--- src/hdl/csr_pkg.sv ---
`default_nettype none

package csr_pkg;

	// one machine word on rv64
	typedef logic [63:0] csr_word_t;

	// csr address field of the instruction
	typedef logic [11:0] csr_addr_t;

	// low two bits of funct3
	// the immediate forms are folded in by the decoder
	typedef enum logic [1:0] {
		CSR_RW = 2'b01,
		CSR_RS = 2'b10,
		CSR_RC = 2'b11
	} csr_op_e;

	// machine information, all read only
	localparam csr_addr_t ADDR_MVENDORID = 12'hF11;
	localparam csr_addr_t ADDR_MARCHID   = 12'hF12;
	localparam csr_addr_t ADDR_MIMPID    = 12'hF13;
	localparam csr_addr_t ADDR_MHARTID   = 12'hF14;

	// machine trap setup
	localparam csr_addr_t ADDR_MSTATUS   = 12'h300;
	localparam csr_addr_t ADDR_MISA      = 12'h301;
	localparam csr_addr_t ADDR_MIE       = 12'h304;
	localparam csr_addr_t ADDR_MTVEC     = 12'h305;

	// machine trap handling
	localparam csr_addr_t ADDR_MSCRATCH  = 12'h340;
	localparam csr_addr_t ADDR_MEPC      = 12'h341;
	localparam csr_addr_t ADDR_MCAUSE    = 12'h342;
	localparam csr_addr_t ADDR_MTVAL     = 12'h343;
	localparam csr_addr_t ADDR_MIP       = 12'h344;

	// machine counters
	localparam csr_addr_t ADDR_MCYCLE    = 12'hB00;
	localparam csr_addr_t ADDR_MINSTRET  = 12'hB02;

	// mstatus fields
	localparam int MSTATUS_MIE  = 3;
	localparam int MSTATUS_MPIE = 7;
	// low bit of the two bit mpp field
	localparam int MSTATUS_MPP  = 11;

	// interrupt numbers, same bit in mip, mie and the mcause code
	localparam int IRQ_MSI = 3;
	localparam int IRQ_MTI = 7;
	localparam int IRQ_MEI = 11;

	// mxl = 64 bit, extension I only
	localparam csr_word_t MISA_VALUE = 64'h8000_0000_0000_0100;

	// single hart
	localparam csr_word_t MHARTID_VALUE = 64'h0;

	// msi, mti, mei
	localparam csr_word_t MIE_MASK = 64'h0000_0000_0000_0888;

	// exception code for an illegal csr access
	localparam csr_word_t CAUSE_ILLEGAL_INSTR = 64'd2;

	// interrupt flag in mcause
	localparam csr_word_t CAUSE_INT_FLAG = 64'h8000_0000_0000_0000;

endpackage

`default_nettype wire

--- src/hdl/csr_counters.sv ---
`default_nettype none

module csr_counters (
	input wire logic                CLK,
	input wire logic                rst_n,
	input wire logic                instr_retire,
	input wire csr_pkg::csr_addr_t  csr_addr,
	input wire logic                csr_we,
	input wire csr_pkg::csr_word_t  csr_new,
	output csr_pkg::csr_word_t      mcycle,
	output csr_pkg::csr_word_t      minstret
);

	logic mcycle_wr;
	logic minstret_wr;

	// csr write to a counter
	assign mcycle_wr = csr_we && (csr_addr == csr_pkg::ADDR_MCYCLE);
	assign minstret_wr = csr_we && (csr_addr == csr_pkg::ADDR_MINSTRET);

	always_ff @(posedge CLK) begin
		if (!rst_n) begin
			mcycle <= '0;
			minstret <= '0;
		end else begin
			// written value wins over the increment
			if (mcycle_wr) begin
				mcycle <= csr_new;
			end else begin
				mcycle <= mcycle + 64'd1;
			end
			if (minstret_wr) begin
				minstret <= csr_new;
			end else if (instr_retire) begin
				minstret <= minstret + 64'd1;
			end
		end
	end

endmodule

`default_nettype wire

--- src/hdl/csr_exec.sv ---
`default_nettype none

module csr_exec (
	input wire logic                csr_valid,
	input wire csr_pkg::csr_op_e    csr_op,
	input wire csr_pkg::csr_addr_t  csr_addr,
	input wire csr_pkg::csr_word_t  csr_wdata,
	input wire logic                csr_rs1_zero,
	input wire csr_pkg::csr_word_t  csr_old,
	input wire logic                trap_take,
	output logic                    csr_illegal,
	output logic                    csr_we,
	output csr_pkg::csr_word_t      csr_new
);

	logic addr_known;
	logic addr_read_only;
	logic wants_write;

	// implemented address map
	always_comb begin
		case (csr_addr)
			csr_pkg::ADDR_MVENDORID,
			csr_pkg::ADDR_MARCHID,
			csr_pkg::ADDR_MIMPID,
			csr_pkg::ADDR_MHARTID,
			csr_pkg::ADDR_MSTATUS,
			csr_pkg::ADDR_MISA,
			csr_pkg::ADDR_MIE,
			csr_pkg::ADDR_MTVEC,
			csr_pkg::ADDR_MSCRATCH,
			csr_pkg::ADDR_MEPC,
			csr_pkg::ADDR_MCAUSE,
			csr_pkg::ADDR_MTVAL,
			csr_pkg::ADDR_MIP,
			csr_pkg::ADDR_MCYCLE,
			csr_pkg::ADDR_MINSTRET: addr_known = 1'b1;
			default:                addr_known = 1'b0;
		endcase
	end

	// top two address bits set means read only
	assign addr_read_only = (csr_addr[11:10] == 2'b11);

	// csrrw always writes, set and clear only with a nonzero rs1
	assign wants_write = (csr_op == csr_pkg::CSR_RW) || !csr_rs1_zero;

	assign csr_illegal = csr_valid && (!addr_known || (addr_read_only && wants_write));

	// trap in this cycle kills the write
	assign csr_we = csr_valid && addr_known && !addr_read_only && wants_write && !trap_take;

	// new value from the old one
	always_comb begin
		case (csr_op)
			csr_pkg::CSR_RW: csr_new = csr_wdata;
			csr_pkg::CSR_RS: csr_new = csr_old | csr_wdata;
			csr_pkg::CSR_RC: csr_new = csr_old & ~csr_wdata;
			default:         csr_new = csr_wdata;
		endcase
	end

	// opcode must be driven whenever an access is presented
	always_comb begin
		if (csr_valid) begin
			a_op_known: assert final (!$isunknown(csr_op))
				else $error("csr_op unknown while csr_valid is high");
		end
	end

endmodule

`default_nettype wire

--- src/hdl/csr_file.sv ---
`default_nettype none

module csr_file (
	input wire logic                CLK,
	input wire logic                rst_n,
	input wire csr_pkg::csr_addr_t  csr_addr,
	input wire logic                csr_we,
	input wire csr_pkg::csr_word_t  csr_new,
	input wire logic                irq_soft,
	input wire logic                irq_timer,
	input wire logic                irq_ext,
	input wire logic                trap_take,
	input wire csr_pkg::csr_word_t  trap_mcause,
	input wire csr_pkg::csr_word_t  trap_mepc,
	input wire csr_pkg::csr_word_t  trap_mtval,
	input wire logic                mret_take,
	input wire csr_pkg::csr_word_t  mcycle,
	input wire csr_pkg::csr_word_t  minstret,
	output csr_pkg::csr_word_t      csr_rdata,
	output logic                    mstatus_mie,
	output csr_pkg::csr_word_t      mpending,
	output csr_pkg::csr_word_t      mtvec_base,
	output csr_pkg::csr_word_t      mepc
);

	// only mie and mpie are stored for mstatus
	logic mstatus_mie_q;
	logic mstatus_mpie_q;

	csr_pkg::csr_word_t mie_q;
	csr_pkg::csr_word_t mip_q;
	csr_pkg::csr_word_t mtvec_q;
	csr_pkg::csr_word_t mscratch_q;
	csr_pkg::csr_word_t mepc_q;
	csr_pkg::csr_word_t mcause_q;
	csr_pkg::csr_word_t mtval_q;

	csr_pkg::csr_word_t mstatus_rd;
	csr_pkg::csr_word_t mip_next;

	// irq lines into their mip slots
	always_comb begin
		mip_next = '0;
		mip_next[csr_pkg::IRQ_MSI] = irq_soft;
		mip_next[csr_pkg::IRQ_MTI] = irq_timer;
		mip_next[csr_pkg::IRQ_MEI] = irq_ext;
	end

	// mstatus as software sees it
	always_comb begin
		mstatus_rd = '0;
		mstatus_rd[csr_pkg::MSTATUS_MIE] = mstatus_mie_q;
		mstatus_rd[csr_pkg::MSTATUS_MPIE] = mstatus_mpie_q;
		// m mode only, so mpp is always 3
		mstatus_rd[csr_pkg::MSTATUS_MPP +: 2] = 2'b11;
	end

	always_ff @(posedge CLK) begin
		if (!rst_n) begin
			mstatus_mie_q <= 1'b0;
			mstatus_mpie_q <= 1'b0;
			mie_q <= '0;
			mip_q <= '0;
			mtvec_q <= '0;
			mscratch_q <= '0;
			mepc_q <= '0;
			mcause_q <= '0;
			mtval_q <= '0;
		end else begin
			// pending bits follow the lines, never software
			mip_q <= mip_next;
			if (trap_take) begin
				// stack the interrupt enable
				mstatus_mpie_q <= mstatus_mie_q;
				mstatus_mie_q <= 1'b0;
				mepc_q <= {trap_mepc[63:2], 2'b00};
				mcause_q <= trap_mcause;
				mtval_q <= trap_mtval;
			end else if (mret_take) begin
				// unstack
				mstatus_mie_q <= mstatus_mpie_q;
				mstatus_mpie_q <= 1'b1;
			end
			// csr_we is already low on a trap
			if (csr_we) begin
				case (csr_addr)
					csr_pkg::ADDR_MSTATUS: begin
						mstatus_mie_q <= csr_new[csr_pkg::MSTATUS_MIE];
						mstatus_mpie_q <= csr_new[csr_pkg::MSTATUS_MPIE];
					end
					csr_pkg::ADDR_MIE:      mie_q <= csr_new & csr_pkg::MIE_MASK;
					// direct mode only
					csr_pkg::ADDR_MTVEC:    mtvec_q <= {csr_new[63:2], 2'b00};
					csr_pkg::ADDR_MSCRATCH: mscratch_q <= csr_new;
					csr_pkg::ADDR_MEPC:     mepc_q <= {csr_new[63:2], 2'b00};
					csr_pkg::ADDR_MCAUSE:   mcause_q <= csr_new;
					csr_pkg::ADDR_MTVAL:    mtval_q <= csr_new;
					default: ;
				endcase
			end
		end
	end

	// read mux, old value in the same cycle
	always_comb begin
		case (csr_addr)
			csr_pkg::ADDR_MHARTID:  csr_rdata = csr_pkg::MHARTID_VALUE;
			csr_pkg::ADDR_MSTATUS:  csr_rdata = mstatus_rd;
			csr_pkg::ADDR_MISA:     csr_rdata = csr_pkg::MISA_VALUE;
			csr_pkg::ADDR_MIE:      csr_rdata = mie_q;
			csr_pkg::ADDR_MTVEC:    csr_rdata = mtvec_q;
			csr_pkg::ADDR_MSCRATCH: csr_rdata = mscratch_q;
			csr_pkg::ADDR_MEPC:     csr_rdata = mepc_q;
			csr_pkg::ADDR_MCAUSE:   csr_rdata = mcause_q;
			csr_pkg::ADDR_MTVAL:    csr_rdata = mtval_q;
			csr_pkg::ADDR_MIP:      csr_rdata = mip_q;
			csr_pkg::ADDR_MCYCLE:   csr_rdata = mcycle;
			csr_pkg::ADDR_MINSTRET: csr_rdata = minstret;
			// vendor, arch, impl ids and unknown addresses
			default:                csr_rdata = '0;
		endcase
	end

	assign mstatus_mie = mstatus_mie_q;
	assign mpending = mip_q & mie_q;
	assign mtvec_base = mtvec_q;
	assign mepc = mepc_q;

	// no vectored mode
	a_mtvec_direct: assert property (@(posedge CLK) disable iff (!rst_n)
		mtvec_q[1:0] == 2'b00);

	// handler always starts with interrupts masked
	a_trap_masks: assert property (@(posedge CLK) disable iff (!rst_n)
		trap_take |=> !mstatus_mie_q);

endmodule

`default_nettype wire

--- src/hdl/csr_unit.sv ---
`default_nettype none

module csr_unit (
	input wire logic                CLK,
	input wire logic                rst_n,
	// csr instruction
	input wire logic                csr_valid,
	input wire csr_pkg::csr_op_e    csr_op,
	input wire csr_pkg::csr_addr_t  csr_addr,
	input wire csr_pkg::csr_word_t  csr_wdata,
	input wire logic                csr_rs1_zero,
	output csr_pkg::csr_word_t      csr_rdata,
	// pipeline exceptions
	input wire logic                exc_valid,
	input wire csr_pkg::csr_word_t  exc_cause,
	input wire csr_pkg::csr_word_t  exc_tval,
	input wire csr_pkg::csr_word_t  cur_pc,
	// interrupt levels
	input wire logic                irq_soft,
	input wire logic                irq_timer,
	input wire logic                irq_ext,
	// retire and return
	input wire logic                instr_retire,
	input wire logic                mret,
	// redirects
	output logic                    trap_valid,
	output csr_pkg::csr_word_t      trap_pc,
	output logic                    mret_valid,
	output csr_pkg::csr_word_t      mret_pc
);

	wire logic               csr_illegal;
	wire logic               csr_we;
	wire csr_pkg::csr_word_t csr_new;
	wire logic               trap_take;
	wire csr_pkg::csr_word_t trap_mcause;
	wire csr_pkg::csr_word_t trap_mepc;
	wire csr_pkg::csr_word_t trap_mtval;
	wire logic               mret_take;
	wire logic               mstatus_mie;
	wire csr_pkg::csr_word_t mpending;
	wire csr_pkg::csr_word_t mtvec_base;
	wire csr_pkg::csr_word_t mepc;
	wire csr_pkg::csr_word_t mcycle;
	wire csr_pkg::csr_word_t minstret;

	// decode and new value, old value comes back from the read mux
	csr_exec u_exec (
		.csr_valid   (csr_valid),
		.csr_op      (csr_op),
		.csr_addr    (csr_addr),
		.csr_wdata   (csr_wdata),
		.csr_rs1_zero(csr_rs1_zero),
		.csr_old     (csr_rdata),
		.trap_take   (trap_take),
		.csr_illegal (csr_illegal),
		.csr_we      (csr_we),
		.csr_new     (csr_new)
	);

	csr_file u_file (
		.CLK        (CLK),
		.rst_n      (rst_n),
		.csr_addr   (csr_addr),
		.csr_we     (csr_we),
		.csr_new    (csr_new),
		.irq_soft   (irq_soft),
		.irq_timer  (irq_timer),
		.irq_ext    (irq_ext),
		.trap_take  (trap_take),
		.trap_mcause(trap_mcause),
		.trap_mepc  (trap_mepc),
		.trap_mtval (trap_mtval),
		.mret_take  (mret_take),
		.mcycle     (mcycle),
		.minstret   (minstret),
		.csr_rdata  (csr_rdata),
		.mstatus_mie(mstatus_mie),
		.mpending   (mpending),
		.mtvec_base (mtvec_base),
		.mepc       (mepc)
	);

	csr_counters u_counters (
		.CLK         (CLK),
		.rst_n       (rst_n),
		.instr_retire(instr_retire),
		.csr_addr    (csr_addr),
		.csr_we      (csr_we),
		.csr_new     (csr_new),
		.mcycle      (mcycle),
		.minstret    (minstret)
	);

	// trap priority and the two redirects
	trap_ctrl u_trap (
		.exc_valid  (exc_valid),
		.exc_cause  (exc_cause),
		.exc_tval   (exc_tval),
		.cur_pc     (cur_pc),
		.csr_illegal(csr_illegal),
		.mstatus_mie(mstatus_mie),
		.mpending   (mpending),
		.mtvec_base (mtvec_base),
		.mepc       (mepc),
		.mret       (mret),
		.trap_take  (trap_take),
		.trap_mcause(trap_mcause),
		.trap_mepc  (trap_mepc),
		.trap_mtval (trap_mtval),
		.mret_take  (mret_take),
		.trap_valid (trap_valid),
		.trap_pc    (trap_pc),
		.mret_valid (mret_valid),
		.mret_pc    (mret_pc)
	);

endmodule

`default_nettype wire

--- src/hdl/trap_ctrl.sv ---
`default_nettype none

module trap_ctrl (
	input wire logic                exc_valid,
	input wire csr_pkg::csr_word_t  exc_cause,
	input wire csr_pkg::csr_word_t  exc_tval,
	input wire csr_pkg::csr_word_t  cur_pc,
	input wire logic                csr_illegal,
	input wire logic                mstatus_mie,
	input wire csr_pkg::csr_word_t  mpending,
	input wire csr_pkg::csr_word_t  mtvec_base,
	input wire csr_pkg::csr_word_t  mepc,
	input wire logic                mret,
	output logic                    trap_take,
	output csr_pkg::csr_word_t      trap_mcause,
	output csr_pkg::csr_word_t      trap_mepc,
	output csr_pkg::csr_word_t      trap_mtval,
	output logic                    mret_take,
	output logic                    trap_valid,
	output csr_pkg::csr_word_t      trap_pc,
	output logic                    mret_valid,
	output csr_pkg::csr_word_t      mret_pc
);

	logic irq_ready;

	// interrupt cause, flag plus irq number
	function automatic csr_pkg::csr_word_t irq_cause(input int unsigned num);
		irq_cause = csr_pkg::CAUSE_INT_FLAG | csr_pkg::csr_word_t'(num);
	endfunction

	// global enable with something pending and enabled
	assign irq_ready = mstatus_mie && (mpending != '0);

	// exc, illegal csr, mei, msi, mti
	always_comb begin
		trap_take = 1'b1;
		trap_mcause = '0;
		// tval only carries data for pipeline exceptions
		trap_mtval = '0;
		if (exc_valid) begin
			trap_mcause = exc_cause;
			trap_mtval = exc_tval;
		end else if (csr_illegal) begin
			trap_mcause = csr_pkg::CAUSE_ILLEGAL_INSTR;
		end else if (irq_ready && mpending[csr_pkg::IRQ_MEI]) begin
			trap_mcause = irq_cause(csr_pkg::IRQ_MEI);
		end else if (irq_ready && mpending[csr_pkg::IRQ_MSI]) begin
			trap_mcause = irq_cause(csr_pkg::IRQ_MSI);
		end else if (irq_ready && mpending[csr_pkg::IRQ_MTI]) begin
			trap_mcause = irq_cause(csr_pkg::IRQ_MTI);
		end else begin
			trap_take = 1'b0;
		end
	end

	// faulting or interrupted instruction
	assign trap_mepc = cur_pc;

	// a trap in the same cycle wins over mret
	assign mret_take = mret && !trap_take;

	// redirects to the fetch stage
	assign trap_valid = trap_take;
	assign trap_pc = mtvec_base;
	assign mret_valid = mret_take;
	assign mret_pc = mepc;

	// pipeline never sends mret with a faulting instruction
	always_comb begin
		if (exc_valid) begin
			a_no_mret_with_exc: assert final (!mret)
				else $error("mret high in the same cycle as exc_valid");
		end
	end

endmodule

`default_nettype wire

--- config.mk ---
export PLATFORM = sky130hd
export DESIGN_NAME = csr_unit
export DESIGN_NICKNAME = d
export VERILOG_FILES = /design/src/hdl/csr_pkg.sv /design/src/hdl/csr_counters.sv /design/src/hdl/csr_exec.sv /design/src/hdl/csr_file.sv /design/src/hdl/csr_unit.sv /design/src/hdl/trap_ctrl.sv
export SDC_FILE = /design/constraint.sdc
export NUM_CORES = 1
export LEC_CHECK = 0
export BUFFER_PORTS_ARGS = -buffer_cell sky130_fd_sc_hd__buf_2
export CAP_MARGIN = 20
export CORE_UTILIZATION = 61
export DETAILED_ROUTE_END_ITERATION = 7
export HOLD_SLACK_MARGIN = 0.1
export PLACE_DENSITY = 0.88
export SYNTH_ARGS = -nofsm -noshare
export SYNTH_HDL_FRONTEND = slang
export SYNTH_SLANG_ARGS = --single-unit
export TNS_END_PERCENT = 50
--- constraint.sdc ---
create_clock -name CLK -period 5.1 [get_ports CLK]
set_clock_uncertainty 0.05 [all_clocks]
set_input_delay 0.255 -clock CLK [delete_from_list [all_inputs] [get_ports CLK]]
set_output_delay 0.255 -clock CLK [all_outputs]
set_load 0.005 [all_outputs]
==> results of run 1 <==
-- cells in the mapped netlist, types with 46 or more instances --
library cell,count,area share
nand2_1,239,0.034
xor2_1,53,0.018
clkbuf_1,194,0.028
a221oi_1,65,0.022
mux2_2,73,0.032
mux2i_1,102,0.039
nor2_1,194,0.028
a221o_1,59,0.023
xnor2_1,58,0.019
dfxtp_1,454,0.35
a21oi_1,115,0.022
a22oi_1,46,0.013
a211oi_1,102,0.029
nor3_1,89,0.017
nor4_1,53,0.013
o211a_1,129,0.050
buf_2,63,0.012
nand3_1,108,0.021
o21ai_0,151,0.029
nand4_1,71,0.017
-- per-stage QoR --
stage	std cells	cell area, um2	util
4_1_cts	4122	32700	0.777
2_1_floorplan	3004	26100	-
3_5_place_dp	3813	28800	0.684
3_3_place_gp	3812	28700	0.684
-- routing by layer --
metal,overflow,global-route usage
met1,0,0.783
met2,9,0.908
met3,1,0.567
met4,6,0.710
met5,0,0.207
-- timing repair --
| item | CTS |
|---|---|
| hold buffers | 218 |
| setup buffers | 0 |
| endpoints found under the hold margin | 218 |
-- kinds of logic after synthesis --
kind of cell,count (synthesis),synth area share
other,1,0.000144
xor gates and xnor gates,111,0.0373
muxes,185,0.0754
AOI/OAI and AO/OA,986,0.301
and+or+nand+nor,941,0.184
buffers and inverters,323,0.0520
adders and majority gates,2,0.000960
DFF,454,0.349
==> flow_summary.yaml, run 1 <==
global_routing:
  grt_pass1_wl_um: 242000
  grt_max_degree: 96
  grt_util_all_layers: 0.745
  grt_overflow: 16
  grt_pass1_vias: 34500
placement:
  place.gp.congestion: 1.10
  hpwl_um: 89900
  pre_cts_ws_ps: 1240
  placement.io_buffers: 469
cts:
  numCtsBuffers: 50
  cts_resized: 0
  h-tree-depth: 2
  cts.root.buffer_cell: "clkbuf_16"
  clk_path_buf_depth: 3
  cts_sinks: 454
synth:
  ys.flop_type: "dfxtp_1"
  synth-edff-count: 0
  syn_area_per_cell_um2: 8.68
  synth_cells: 3003
  async_flop_share: 0
  ys_ff_latch: 454
  ys_warn_count: 0
  netlist-cell-type-count: 103
  syn_area_um2: 26100
  ys_seq_area_frac: 0.349
outcome:
  error: "[ERROR GRT-0116] Global routing finished with congestion. Check the congestion regions in the DRC Viewer."
  lastStage: "5_1_grt"
  status: "stopped before the end"
die:
  die_y_um: 209
  start_util: 0.620
  pin_count: 474
  fp.dieW_um: 209
  num_rows: 75
==> run 2, diff against run 1 <==
CORE_UTILIZATION = 40   (was 61)
HOLD_SLACK_MARGIN = default   (was 0.1)
PLACE_DENSITY = default   (was 0.88)
PLACE_DENSITY_LB_ADDON = 0.15   (was default)
==> flow_summary.yaml, run 2 <==
routing:
  drt-vias-per-instance: 6.57
  wl_um: 139000
  via_count: 29100
  final_antenna_net_count: 0
  drc: 0
  drt-wirelength-per-cell_um: 31.4
  drt_iter0_markers: 3311
  firstDrtPassIters: 6
synth:
  synth_top_area_share: 0.349
  syn_area_per_cell_um2: 8.68
  ys_ff_latch: 454
  synth_commonest_cells: "dfxtp_1 (454), nand2_1 (239), clkbuf_1 (194), nor2_1 (194), o21ai_0 (151)"
  async_flop_share: 0
  syn_area_um2: 26100
  yosysTopAreaCell: "dfxtp_1"
  ys.flop_type: "dfxtp_1"
  synthTopCellsByArea: "dfxtp_1 (35%), o211a_1 (5.0%), mux2i_1 (3.9%)"
  ys_warn_count: 0
  synth_cells: 3003
  ys_seq_area_frac: 0.349
  netlist-cell-type-count: 103
  synth-edff-count: 0
  yosysMostFrequentCell: "dfxtp_1"
global_routing:
  grt_max_degree: 163
  grt_pass1_wl_um: 198000
  grt_pass1_vias: 28200
  antenna_found_initial: 9
  grt_overflow: 0
  grt_util_all_layers: 0.405
sta:
  maxSlewHeadroom: 0.183
  period_share: 0.726
  fin_ws_ps: 1400
  finalSetupViolations: 0
  rsz0062_at_grt: "false"
  tightest_slew_ps: 1230
  period_minus_slack_ps: 3700
  drv_slew: 0
  finalSetupTns_ps: 0
  finalHoldViolations: 0
  timing.hold.ws_ps: 2.78
  fmax_ghz: 0.270
cts:
  clk_path_buf_depth: 3
  cts_sinks: 454
  h-tree-depth: 2
  cts_tree: "built"
  cts_resized: 0
  cts.root.buffer_cell: "clkbuf_16"
  clkLatencyLatePin_ps: 650
  clk_pin_slew_ps: 60
  numCtsBuffers: 54
  cts_setup_buffers: 0
power:
  vdd_drop_max_mv: 0.297
  powerDensity_nw_per_um2: 264
  leakage_nw: 14.0
placement:
  pre_cts_ws_ps: 1230
  hpwl_um: 101000
  place.gp.congestion: 1.03
  place_area_um2: 29300
  placement.io_buffers: 469
setup_path:
  crit_type: "input pin to primary output"
  end_kind: "primary output"
  cp_data_arrival_time_ps: 3400
  critPathLaunchType: "input pin"
  cp.required_ps: 4800
  cp_max_fo: 18
die:
  coreArea_um2: 64500
  fp.dieW_um: 257
  pin_count: 474
  die_y_um: 257
  die_area_um2: 66200
  num_rows: 93
  start_util: 0.404
final_layout:
  fin_area_um2: 32900
  drive_above_1_share: 0.242
  area_growth_pct: 26.2
  finish.utilization: 0.510
  nNetsFinal: 3805
  final_cell_mix: "buf_2 (466), dfxtp_1 (454), nand2_1 (236)"
  final_common_cell: "buf_2"
min_path:
  hp-class: "input pin to flop"
job:
  maxCapViolations: 0
outcome:
  status: "completed"
==> run 2: cell counts after synthesis <==
Identical to the previous run, type by type.
==> run 2: area by class of cell <==
class                      instances  area, um2
multi-input combinational       2227      15800
antenna                            6       15.0
clock inverter                    15        176
tap                              855       1070
timing repair buffer             752       5030
inverter                          34        131
clock buffer                      83       1590
sequential                       454       9090
fill                            6165      31600
==> run 2: path summary, 6_finish.rpt <==
kind | start | endpoint | slack, ps | depth (start not counted)
min | exc_tval[1] | u_file.mtval_q[1] | 3 | 3
max reg2reg | u_counters.minstret[3] | u_counters.minstret[52] | 1710 | 6
min reg2reg | u_file.mscratch_q[11] | u_file.mscratch_q[11] | 410 | 2
max | csr_addr[1] | csr_rdata[60] | 1400 | 8
==> run 2: critical path, cell delays in order <==
cell and delay (ps):
buf_2 310, buf_4 330, nor3b_1 220, buf_4 310, nand3_1 640, buf_4 440, o21ai_0 640, buf_2 240
==> run 2: report_power, final <==
| group | total (mW) | internal [mW] | switching (mW) |
|---|---|---|---|
| combinational | 1.08 | 0.438 | 0.643 |
| sequential | 3.71 | 3.64 | 0.0733 |
| clock | 3.91 | 2.25 | 1.66 |
==> run 2: timing repair <==
| action | CTS | global route |
|---|---|---|
| hold endpoints to repair | 179 | 0 |
| hold buffers | 176 | 0 |
| endpoints found under the setup margin | 0 | 0 |
==> run 2: per-stage QoR <==
stage	std cells	power, mW
after CTS	4418	8.68
after global placement	4144	4.71
after global routing	4422	8.91
final	4426	8.70
after floorplan	3004	4.25
after detailed placement	4144	4.73
==> run 2: cells by family (layout without fill, tap and decap cells) <==
kind of cell               after synthesis  count (layout)  share of synthesized area
buffers and inverters                  323             884                     0.0520
muxes                                  185             185                     0.0754
DFF                                    454             454                      0.349
xor gates and xnor gates               111             111                     0.0373
AOI/OAI and AO/OA                      986             986                      0.301
other                                    1               8                   0.000144
and+or+nand+nor                        941             941                      0.184
adders and majority gates                2               2                   0.000960
==> run 2: per-layer routing <==
layer	vias to the layer above	GRT usage	routed length [um]
li1	12500	-	-
met1	14300	0.498	52000
met2	1863	0.640	62400
met3	402	0.0826	14200
met4	10	0.267	10100
met5	-	0	63
Note: power is estimated with default switching activity, not from simulation.
==> run 3, diff against run 2 <==
clock period = 3.8 ns   (was 5.1 ns; I/O delays follow)
==> flow_summary.yaml, run 3 (synthesis results as in run 2) <==
job:
  maxCapViolations: 0
cts:
  cts_sinks: 454
  clk_pin_slew_ps: 60
  h-tree-depth: 2
  cts_tree: "built"
  clk_path_buf_depth: 3
  cts.root.buffer_cell: "clkbuf_16"
  clkLatencyLatePin_ps: 640
  numCtsBuffers: 53
  cts_setup_buffers: 0
final_layout:
  area_growth_pct: 29.7
  nFillCells: 6072
  seqCellArea_um2: 9090
  nNetsFinal: 3892
  final_cell_mix: "buf_2 (466), dfxtp_1 (454), nand2_1 (236)"
  drive_above_1_share: 0.254
  final_common_cell: "buf_2"
  fin_area_um2: 33800
  multi_input_area_um2: 15800
min_path:
  hp-class: "input pin to flop"
  hold_end: "u_file.mcause_q[60]"
  min_from: "csr_wdata[60]"
  worstHoldPathCells: 5
sta:
  fin_ws_ps: 475
  rsz0062_at_grt: "false"
  finalSetupTns_ps: 0
  tightest_slew_ps: 1190
  finalHoldViolations: 0
  period_share: 0.875
  drv_slew: 0
  maxSlewHeadroom: 0.206
  finalSetupViolations: 0
  fmax_ghz: 0.301
  period_minus_slack_ps: 3320
power:
  p_int_mw: 8.62
  powerDensity_nw_per_um2: 352
  power_frac_seq: 0.418
  pwr-share-comb: 0.128
  switching_power_mw: 3.29
  power_mw: 11.9
  pwr-share-clk: 0.454
  leakage_nw: 14.5
  vdd_drop_max_mv: 0.318
  swShare: 0.276
global_routing:
  grt_pass1_wl_um: 202000
  antenna_found_initial: 5
  grt_max_degree: 115
  grt_util_all_layers: 0.415
  grt_pass1_vias: 28400
  grt_overflow: 0
setup_path:
  crit_start: "u_file.mie_q[11]"
  reg2reg_from: "u_file.mie_q[11]"
  cp_max_fo: 114
  reg2reg_depth: 9
  critPathSlowestCell: "or3_1"
  cp_data_arrival_time_ps: 3080
  critPathLaunchType: "flop"
  cp.required_ps: 3560
  max_stage_delay_ps: 470
  r2r-end: "u_file.mepc[4]"
  path_delay_family: "compound AO/OA/AOI/OAI gates"
  rrSetupSlack_ps: 490
  cp_cell_sequence: "a22o_1 > o21a_1 > or3_1 > a21oi_4 > buf_12 > and2_1 > buf_2"
  crit_type: "flop to primary output"
  end_kind: "primary output"
  critPathBufInv: 2
routing:
  via_count: 29400
  drt-vias-per-instance: 6.52
  wl_um: 142000
  drc: 0
  final_antenna_net_count: 0
  firstDrtPassIters: 6
  drt-wirelength-per-cell_um: 31.6
  drt_iter0_markers: 3403
die:
  fp.dieW_um: 257
  die_y_um: 257
  pin_count: 474
  coreArea_um2: 64500
  num_rows: 93
  start_util: 0.404
  die_area_um2: 66200
placement:
  placement.io_buffers: 469
  hpwl_um: 102000
  place_area_um2: 29900
  pre_cts_ws_ps: 438
  place.gp.congestion: 1.03
outcome:
  status: "completed"
run 3: cell count changes in the layout (fill, tap and decap cells not counted), moves of 2 or more:
cell           previous run  this run
buf_4                   100       146
dlygate4sd3_1           176       206
buf_12                    8        21
clkbuf_1                 16         8
clkinvlp_4                0         3
diode_2                   6         3
bufinv_16                 2         4
clkinv_2                 10        12
clkinv_4                  0         2
run 3: worst max path at each step:
stage                                         end  slack (ps)  cells after the start
after floorplan                   u_file.mepc[10]        1320                     12
after global placement    u_counters.minstret[12]         450                     10
after detailed placement  u_counters.minstret[12]         440                     10
after CTS                              mret_valid         490                      7
final                                  mret_valid         480                      7
after global routing                   mret_valid         370                      7
run 3: layout make-up:
| type | instances | share of cell area |
|---|---|---|
| Clock buffer | 74 | 0.0454 |
| Multi-Input combinational cell | 2227 | 0.467 |
| Clock inverter | 23 | 0.00832 |
| Sequential cell | 454 | 0.269 |
| Antenna cell | 3 | 0.000222 |
| Tap cell | 855 | 0.0316 |
| Timing Repair Buffer | 840 | 0.175 |
| Inverter | 34 | 0.00388 |
run 3: worst register-to-register path, cell delays in order (launching register included):
cell and delay (ps):
dfxtp_1 370, a22o_1 250, o21a_1 280, or3_1 470
a21oi_4 230, clkinv_2 120, buf_12 240, mux2_1 410
o221a_1 210, dlygate4sd3_1 550
run 3: power groups by stage:
| stage | clock network (mW) | logic [mW] | registers (mW) |
|---|---|---|---|
| 2_1_floorplan | 0 | 0.663 | 5.04 |
| 3_3_place_gp | 0 | 1.30 | 5.08 |
| 3_5_place_dp | 0 | 1.31 | 5.08 |
| 4_1_cts | 5.43 | 1.49 | 4.98 |
| 5_1_grt | 5.65 | 1.58 | 4.99 |
| 6_report | 5.41 | 1.53 | 4.98 |
run 3: repair_timing:
item,in CTS,in global routing
setup endpoints to repair,0,0
hold buffers,206,0
endpoints found under the hold margin,211,0
resized for setup,0,0
run 3: routing by layer:
layer,track usage,part of all wire
met5,0,0.00038
met4,0.275,0.075
met3,0.0837,0.093
met2,0.659,0.45
met1,0.509,0.39
run 3: through the flow:
step	instances	hold slack (ps)	util
finish	4510	26.1	0.525
global route	4509	19.9	0.525
CTS	4507	2.14	0.525
detailed placement	4204	356	0.464
global placement	4204	353	0.464
floorplan	3004	255	-
